### src/logic/mips_consts.svh
`ifndef MIPS_CONSTS_SVH
`define MIPS_CONSTS_SVH

// memory sizes and address map of the processor

// instruction RAM depth in 32-bit words
`define MIPS_IRAM_WORDS 4096

// data RAM depth in 32-bit words
`define MIPS_DRAM_WORDS 256

// reset vector, folded onto word 0 of the instruction RAM
`define MIPS_BOOT_ADDR 32'hBFC0_0000

// first byte address served by the data RAM
`define MIPS_DATA_BASE 32'h0000_0400

`endif

### src/logic/mips_pkg.sv
`default_nettype none

package mips_pkg;

    // primary opcodes of the supported subset
    typedef enum logic [5:0] {
        OP_SPECIAL = 6'b000000,
        OP_BNE     = 6'b000101,
        OP_ADDIU   = 6'b001001,
        OP_LB      = 6'b100000,
        OP_SB      = 6'b101000,
        OP_SH      = 6'b101001
    } opcode_e;

    // function field of special opcode
    typedef enum logic [5:0] {
        FN_JR   = 6'b001000,
        FN_SUBU = 6'b100011
    } funct_e;

    typedef struct packed {
        opcode_e     opcode;
        logic [4:0]  rs;
        logic [4:0]  rt;
        logic [4:0]  rd;
        logic [4:0]  shamt;
        funct_e      funct;
    } r_type_t;

    typedef struct packed {
        opcode_e     opcode;
        logic [4:0]  rs;
        logic [4:0]  rt;
        logic [15:0] imm;
    } i_type_t;

    typedef struct packed {
        opcode_e     opcode;
        logic [25:0] target;
    } j_type_t;

    // one fetched word, seen through each encoding
    typedef union packed {
        r_type_t r;
        i_type_t i;
        j_type_t j;
    } instr_t;

endpackage

`default_nettype wire

### src/logic/data_bus_if.sv
`default_nettype none

// same-cycle data memory link between core and data RAM
interface data_bus_if;
    logic [31:0] addr;
    logic [3:0]  byte_en;
    logic [31:0] wdata;
    logic        write;
    // word at addr, valid in the same cycle
    logic [31:0] rdata;

    modport core (
        output addr,
        output byte_en,
        output wdata,
        output write,
        input  rdata
    );

    modport mem (
        input  addr,
        input  byte_en,
        input  wdata,
        input  write,
        output rdata
    );
endinterface

`default_nettype wire

### src/logic/mips_core.sv
`default_nettype none

`include "mips_consts.svh"

module mips_core (
    input  logic        clk,
    input  logic        rst_n,
    input  logic        run,
    output logic [31:0] fetch_addr,
    input  logic [31:0] fetch_data,
    output logic [4:0]  rs_idx,
    output logic [4:0]  rt_idx,
    input  logic [31:0] rs_data,
    input  logic [31:0] rt_data,
    output logic        wr_en,
    output logic [4:0]  wr_idx,
    output logic [31:0] wr_data,
    data_bus_if.core    bus,
    output logic        active,
    output logic        halted
);

    import mips_pkg::*;

    logic [31:0] pc;
    logic [31:0] pc_plus4;
    logic [31:0] next_pc;
    instr_t      instr;
    logic [31:0] imm_sext;
    logic [31:0] mem_addr;
    logic        is_special;
    logic        is_addiu;
    logic        is_subu;
    logic        is_lb;
    logic        is_sb;
    logic        is_sh;
    logic        is_bne;
    logic        is_jr;
    logic        take;
    logic [31:0] take_target;
    logic        pend_valid;
    logic [31:0] pend_target;
    logic        halt_armed;
    logic [1:0]  load_lane;
    logic [7:0]  load_byte;

    assign fetch_addr = pc;
    assign instr      = fetch_data;
    assign pc_plus4   = pc + 32'd4;
    assign imm_sext   = {{16{instr.i.imm[15]}}, instr.i.imm};

    // decode
    assign is_special = instr.j.opcode == OP_SPECIAL;
    assign is_addiu   = instr.j.opcode == OP_ADDIU;
    assign is_lb      = instr.j.opcode == OP_LB;
    assign is_sb      = instr.j.opcode == OP_SB;
    assign is_sh      = instr.j.opcode == OP_SH;
    assign is_bne     = instr.j.opcode == OP_BNE;
    assign is_subu    = is_special && (instr.r.funct == FN_SUBU);
    assign is_jr      = is_special && (instr.r.funct == FN_JR);

    assign rs_idx = instr.r.rs;
    assign rt_idx = instr.i.rt;

    // addiu result and load/store address share one adder
    assign mem_addr = rs_data + imm_sext;

    // branch target is relative to the delay slot
    assign take = is_jr || (is_bne && (rs_data != rt_data));
    assign take_target = is_jr ? rs_data : pc_plus4 + {imm_sext[29:0], 2'b00};

    // a pending target replaces pc+4 once the delay slot retires
    assign next_pc    = pend_valid ? pend_target : pc_plus4;
    assign halt_armed = pend_valid && (pend_target == 32'd0);

    // load lanes count from the top of the word
    assign load_lane = ~mem_addr[1:0];
    assign load_byte = bus.rdata[{load_lane, 3'b000} +: 8];

    // register write back
    assign wr_en  = active && (is_addiu || is_subu || is_lb);
    assign wr_idx = is_subu ? instr.r.rd : instr.i.rt;

    always_comb begin
        if (is_subu) begin
            wr_data = rs_data - rt_data;
        end else if (is_lb) begin
            wr_data = {{24{load_byte[7]}}, load_byte};
        end else begin
            wr_data = mem_addr;
        end
    end

    // stores, data replicated into every lane it may hit
    assign bus.addr  = mem_addr;
    assign bus.write = active && (is_sb || is_sh);

    always_comb begin
        if (is_sh) begin
            bus.byte_en = mem_addr[1] ? 4'b1100 : 4'b0011;
            bus.wdata   = {2{rt_data[15:0]}};
        end else if (is_sb) begin
            bus.byte_en = 4'b0001 << mem_addr[1:0];
            bus.wdata   = {4{rt_data[7:0]}};
        end else begin
            bus.byte_en = 4'b0000;
            bus.wdata   = rt_data;
        end
    end

    // pc, delay slot and run state
    always_ff @(posedge clk or negedge rst_n) begin
        if (!rst_n) begin
            pc         <= `MIPS_BOOT_ADDR;
            pend_valid <= 1'b0;
            active     <= 1'b0;
            halted     <= 1'b0;
        end else if (active) begin
            pc         <= next_pc;
            pend_valid <= take;
            // jump to 0 ends the run after its delay slot
            if (halt_armed) begin
                active <= 1'b0;
                halted <= 1'b1;
            end
        end else if (run && !halted) begin
            active <= 1'b1;
        end
    end

    always_ff @(posedge clk) begin
        if (active) begin
            pend_target <= take_target;
        end
    end

    assert property (@(posedge clk) disable iff (!rst_n) halted |-> !wr_en && !bus.write)
        else $error("write issued after halt");

endmodule

`default_nettype wire

### src/flat_wrapper.sv
// flat-port wrapper written by rule: the top's interface ports become plain ports
module mips_core_flat import mips_pkg::*;
  (clk, rst_n, run, fetch_addr, fetch_data, rs_idx, rt_idx, rs_data, rt_data, wr_en, wr_idx, wr_data, active, halted, bus_addr, bus_byte_en, bus_wdata, bus_write, bus_rdata);
  data_bus_if bus_i ();
  input  logic clk;
  input  logic rst_n;
  input  logic run;
  output logic [31:0] fetch_addr;
  input  logic [31:0] fetch_data;
  output logic [4:0] rs_idx;
  output logic [4:0] rt_idx;
  input  logic [31:0] rs_data;
  input  logic [31:0] rt_data;
  output logic wr_en;
  output logic [4:0] wr_idx;
  output logic [31:0] wr_data;
  output logic active;
  output logic halted;
  output wire logic [$bits(bus_i.addr)-1:0] bus_addr;
  output wire logic [$bits(bus_i.byte_en)-1:0] bus_byte_en;
  output wire logic [$bits(bus_i.wdata)-1:0] bus_wdata;
  output wire logic [$bits(bus_i.write)-1:0] bus_write;
  input wire logic [$bits(bus_i.rdata)-1:0] bus_rdata;
  assign bus_addr = bus_i.addr;
  assign bus_byte_en = bus_i.byte_en;
  assign bus_wdata = bus_i.wdata;
  assign bus_write = bus_i.write;
  assign bus_i.rdata = bus_rdata;
  mips_core u_core (.clk(clk), .rst_n(rst_n), .run(run), .fetch_addr(fetch_addr), .fetch_data(fetch_data), .rs_idx(rs_idx), .rt_idx(rt_idx), .rs_data(rs_data), .rt_data(rt_data), .wr_en(wr_en), .wr_idx(wr_idx), .wr_data(wr_data), .bus(bus_i), .active(active), .halted(halted));
endmodule
### config.mk
export PLATFORM = sky130hd
export DESIGN_NAME = mips_core_flat
export DESIGN_NICKNAME = d
export VERILOG_FILES = /design/src/logic/mips_pkg.sv /design/src/logic/data_bus_if.sv /design/src/logic/mips_core.sv /design/src/flat_wrapper.sv
export VERILOG_INCLUDE_DIRS = /design/src /design/src/logic
export SDC_FILE = /design/constraint.sdc
export NUM_CORES = 1
export LEC_CHECK = 0
export BUFFER_PORTS_ARGS = -buffer_cell sky130_fd_sc_hd__buf_2
export CAP_MARGIN = 20
export CELL_PAD_IN_SITES_DETAIL_PLACEMENT = 0
export CELL_PAD_IN_SITES_GLOBAL_PLACEMENT = 1
export CORE_ASPECT_RATIO = 0.75
export CORE_MARGIN = 8
export CORE_UTILIZATION = 42
export DETAILED_ROUTE_END_ITERATION = 12
export HOLD_SLACK_MARGIN = 0.05
export PLACE_DENSITY = 0.87
export SLEW_MARGIN = 20
export SYNTH_ARGS = -nofsm -noshare
export SYNTH_HDL_FRONTEND = slang
export SYNTH_SLANG_ARGS = --single-unit
### constraint.sdc
create_clock -name clk -period 7.1 [get_ports clk]
set_clock_uncertainty 0.05 [all_clocks]
set_input_delay 1.065 -clock clk [delete_from_list [all_inputs] [get_ports clk]]
set_output_delay 1.065 -clock clk [all_outputs]
set_load 0.005 [all_outputs]
# Word-level counts from Yosys, hierarchy flattened
# Cells that the tools add are included.
[totals]
ff_bits = 67
inputBits = 131
out_inout_bits = 151
word_cells = 48
[op_classes]
add_sub_neg = 4
eq_ne = 8
shifts = 2
mux = 13
n_bitwise = 1
reduce_logical = 15
[ops]
columns = ["cell", "n"]
rows = [
  ["2-to-1 mux 32 bit", 6],
  ["adder 32 bit", 2],
  ["adder 32 x 3 -> 32 bit, second input constant", 1],
  ["zero test 32 bit", 1],
  ["inequality test 32 bit", 1],
  ["indexed part select 32 x 6 -> 8 bit", 1],
  ["subtractor 32 bit", 1],
  ["== test 6 bit, second input constant", 4],
  ["== test 6 x 4 -> 1 bit, second input constant", 2],
  ["2-to-1 mux 4 bit", 3],
  ["logical AND 1 bit", 7],
  ["== test 6 x 3 -> 1 bit, second input constant", 1],
  ["zero test 6 bit", 1],
  ["2-to-1 mux 5 bit", 1],
  ["logical OR 1 bit", 4],
  ["<< shifter 1 x 2 -> 4 bit, first input constant", 1],
  ["2-to-1 mux 1 bit", 3],
  ["inverter 2 bit", 1],
  ["AND reduction 2 bit", 1],
  ["zero test 1 bit", 1],
]

# Logic depth before layout (Yosys ltp)
[logic_depth]
ltp_word = 5
depth_mapped = 17
ltp_nobuf = 17

# Worst setup path before layout
# Ideal clock, no wire load.
[synth_timing]
kind = "in2out"
start = "input fetch_data[0]"
end = "output wr_data[30]"
arrival_ps = 3573
required_time_ps = 5985
slack_ps = 2412
path_stages = 12
path_cell_list = "ha_1 -> fa_1 -> a21oi_1 -> o21ai_0 -> a21oi_2 -> o21ai_2 -> a2111oi_4 -> o41ai_2 -> a311oi_1 -> xnor2_1 -> nand2_1 -> a22oi_1"
[synth_via]
word_cells_on_any_way = 7
[synth_lines]
columns = ["element", "line", "source"]
rows = [
  ["start, declared", "flat_wrapper.sv:9", "input logic [31:0] fetch_data;"],
  ["adder 32 bit", "mips_core.sv:66", "assign mem_addr = rs_data + imm_sext;"],
  ["named net bus_addr[30]", "flat_wrapper.sv:19", "output wire logic [$bits(bus_i.addr)-1:0] bus_addr;"],
  ["2-to-1 mux 32 bit", "mips_core.sv:87", "end else if (is_lb) begin"],
  ["2-to-1 mux 32 bit", "mips_core.sv:85", "if (is_subu) begin"],
  ["end, declared", "flat_wrapper.sv:16", "output logic [31:0] wr_data;"],
]
# The timed path passes the listed nets, and every way through them passes these cells.

# Worst setup path in the final report
[layout_timing]
start = "input rs_data[0]"
end = "output wr_data[28]"
[layout_via]
elab_chain_len = 5
word_cells_on_any_way = 6
[layout_lines]
columns = ["element", "line", "source"]
rows = [
  ["start, declared", "flat_wrapper.sv:12", "input logic [31:0] rs_data;"],
  ["adder 32 bit", "mips_core.sv:66", ""],
  ["inverter 2 bit", "mips_core.sv:77", "assign load_lane = ~mem_addr[1:0];"],
  ["indexed part select 32 x 6 -> 8 bit", "mips_core.sv:78", "assign load_byte = bus.rdata[{load_lane, 3'b000} +: 8];"],
  ["2-to-1 mux 32 bit", "mips_core.sv:87", ""],
  ["2-to-1 mux 32 bit (*)", "mips_core.sv:85", ""],
]
# Every way passes the cells marked *; elsewhere a longest branch is shown, timed or not.

==> metrics.md <==
| Metric | Value |
|---|---|
| Cell taking the most area after synthesis | ha_1 |
| # resized after CTS | 0 |
| Met1 Routed Length | 16500 microns |
| Fmax | 188 MHz |
| Crit path kind | primary input to output pin |
| Dpl hpwl | 30500 microns |
| EDFF count, synth | 32 |
| Worst EP required | 5.98 ns |
| Synth top area share | 0.131 |
| Starting Density | 0.428 |
| Share of layout cells above drive strength 1 | 0.242 |
| Gr usage total | 0.250 |
| Root buffer cell | clkbuf_16 |
| Max Slew Vio Count | 0 |
| Pre-antenna DRT Iters | 5 |
| Post-CTS Setup Bufs | 0 |
| Top delay family on crit path | compound AO/OA/AOI/OAI gates |
| Ports | 282 |
| Crit start category | primary input |
| Unrepaired setup endpoints after global routing | false |
| Syn avg cell area | 7.73 sq um |
| Vias in the first global route | 9654 |
| DRC | 0 |
| Pin count of the biggest net entering global routing | 71 |
| Post-synth ARST share | 0.522 |
| Synth unique cells | 75 |
| Wirelength, routed | 36800 microns |
| Final core utilization | 0.512 |
| Layout overhead on the synthesized area | 19.5% |
| CTS Sinks | 67 |
| Maximum VDD drop | 0.152 mV |
| # setup viols final | 0 |
| WL/cell | 21.0 microns |
| Max clock buf depth | 2 |
| DR vias/cell | 5.86 |
| Die Height | 146 microns |
| Chip Width | 189 microns |
| Gate Count Post-Synth | 1222 |
| Clock Pin Slew Worst Setup and Hold Paths | 0.06 ns |
| MaxCap Viol Count | 0 |
| Power per cell area | 262 mW/mm^2 |
| Top sig layer | met5 |
| Cell Area, Synth | 0.00945 sq mm |
| Leakage | 5.44 nW |
| Seq/Total Area, Yosys | 0.196 |
| Wire length of the first global-routing pass | 55200 microns |
| FF+latch count, synth | 67 |
| Post-route ant nets | 0 |
| Crit path cell chain | buf_2 > inv_1 > ha_1 > fa_1 > nor2b_1 > o31a_1 > o31ai_1 > a21oi_1 > nor2_1 > o31ai_1 > a21oi_1 > o21a_1 > o21a_1 > o31a_1 > buf_2 |
| Gr ovfl total | 0 |
| Max_slew headroom | 0.357 |
| Port Buffers | 271 |
| Critical path's largest stage delay | 0.48 ns |
| Setup TNS | 0 ns |
| Worst Setup End Kind | output pin |
| GPL Wtd Cong | 0.929 |
| CP bufs+invs | 3 |
| Total number of vias | 10300 |
| Final worst path period share | 0.750 |
| Die ar. | 0.0276 sq mm |
| # H-tree levels | 3 |
| Fillers | 2203 |
| Hold Crit Class | flip-flop to flip-flop |
| Num rows | 47 |
| Routed met2 length | 16500 microns |
| CORE AREA | 0.0221 sq mm |
| Critical Path Slowest Stage Cell | o31ai_1 |
| Initial DRC count | 850 |
| Area contributors post-synth | ha_1 13%, edfxtp_1 10%, dfrtp_1 6.9% |
| Synthesis warning total | 0 |
| Post-route minimum period | 5.32 ns |
| Met3 wire len | 3110 microns |
| Final #Nets | 1684 |
| Worst skew pair latency | 0.33 ns |
| Critical path arrival | 4.21 ns |
| Outcome | completed |
| Initial antenna violation count | 2 |
| Crit path max fanout | 3 |
| Num CTS Buffers | 9 |
| Net Count, Synth | 1455 |
| Post-CTS Hold Fix Bufs | 0 |
| Endpoints failing hold | 0 |
| Synth Flop Type | edfxtp_1 |
| Worst-Margin Slew | 0.959 ns |
| CTS tree | done |
==> area by class of cell <==
| type | count | area [sq um] | share of cell area |
|---|---|---|---|
| antenna | 1 | 2.50 | 0.000222 |
| clock inverter | 7 | 116 | 0.0103 |
| clock buffer | 9 | 225 | 0.0199 |
| inverter | 54 | 203 | 0.0180 |
| timing repair buffer | 283 | 1450 | 0.128 |
| multi-input combinational | 1036 | 7080 | 0.627 |
| tap | 294 | 368 | 0.0326 |
| sequential | 67 | 1850 | 0.164 |
==> worst reg2reg max path: stages (launching register included) <==
cell and delay [ns]:
dfrtp_1 0.46, ha_1 0.26, nand3_1 0.23, nor3_1 0.48, and3_1 0.24, xnor2_1 0.15
ha_1 0.34, a21o_1 0.20, a21oi_1 0.22, o21ai_0 0.12, a31oi_1 0.29, o21ai_0 0.33
a31oi_1 0.38, o21ai_0 0.14, a21oi_1 0.19, xor2_1 0.16, o21ai_0 0.09
==> worst paths after layout <==
path / start / endpoint / slack, ns / cells after the start
setup / recovery: rs_data[0] / wr_data[28] / 1.78 / 15
hold / removal: u_core.halted / u_core.halted / 0.45 / 1
setup reg to reg: u_core.fetch_addr[2] / u_core.pend_target[30] / 2.50 / 16
hold reg to reg: u_core.halted / u_core.halted / 0.45 / 1
max in group asynchronous: rst_n / u_core.active / 5.60 / 1
min in group asynchronous: rst_n / u_core.fetch_addr[2] / 0.79 / 1
==> logic make-up after synthesis <==
family | Yosys count | share of synthesized area
adder cells (fa/ha/maj) | 102 | 0.137
AO/OA/AOI/OAI | 417 | 0.276
buffers and inverters | 119 | 0.0548
AND/OR/NAND/NOR | 373 | 0.186
flip-flops | 67 | 0.196
multiplexers | 39 | 0.0524
XOR/XNOR | 105 | 0.0974
==> where the power goes <==
group | internal (W) | switching, W
registers | 0.000636 | 0.000181
logic | 0.000729 | 0.000897
clock network | 0.000342 | 0.000171
total | 0.00171 | 0.00125
==> cell usage in the layout, fill, tap and decap left out, types with 46 or more instances in the layout <==
cell type	synthesis	routed
a21o_1	46	46
a21oi_1	125	125
buf_2	2	271
ha_1	99	99
inv_1	52	52
nand2_1	133	133
nor2_1	76	76
o21ai_0	114	114
xnor2_1	53	53
xor2_1	52	52
==> sequential cells by signal (all words and copies together) (netlist names) <==
name	flops
u_core.fetch_addr	32
u_core.pend_target	32
u_core.active	1
u_core.halted	1
u_core.pend_valid	1
==> stage by stage <==
stage	hold WS [ns]	setup WS (ns)	std cells	power, W	cell area [sq um]
2_1_floorplan	0.429	2.41	1222	0.00187	9450
3_3_place_gp	0.419	1.88	1734	0.00240	10900
3_5_place_dp	0.424	1.86	1734	0.00243	10900
4_1_cts	0.449	1.83	1750	0.00296	11300
5_1_grt	0.489	1.49	1750	0.00317	11300
6_report	0.446	1.78	1751	0.00296	11300
==> metal layers <==
metal  vias to the layer above  track usage
met5                         -            0
met3                        48       0.0599
met4                         2       0.0468
met1                      4856        0.335
met2                       436        0.404
li1                       4925            -
==> synth_stat cells (15+ instances only) <==
library cell	count
nand2_1	133
a21oi_1	125
o21ai_0	114
ha_1	99
nor2_1	76
xnor2_1	53
inv_1	52
xor2_1	52
a21o_1	46
clkbuf_1	37
nand3_1	35
edfxtp_1	32
dfrtp_1	26
nor3_1	26
a211oi_1	21
buf_4	18
mux2i_1	18
o21a_1	17
nand4_1	16
and3_1	15
nand2b_1	15
Note: power is estimated with default switching activity, not from simulation.
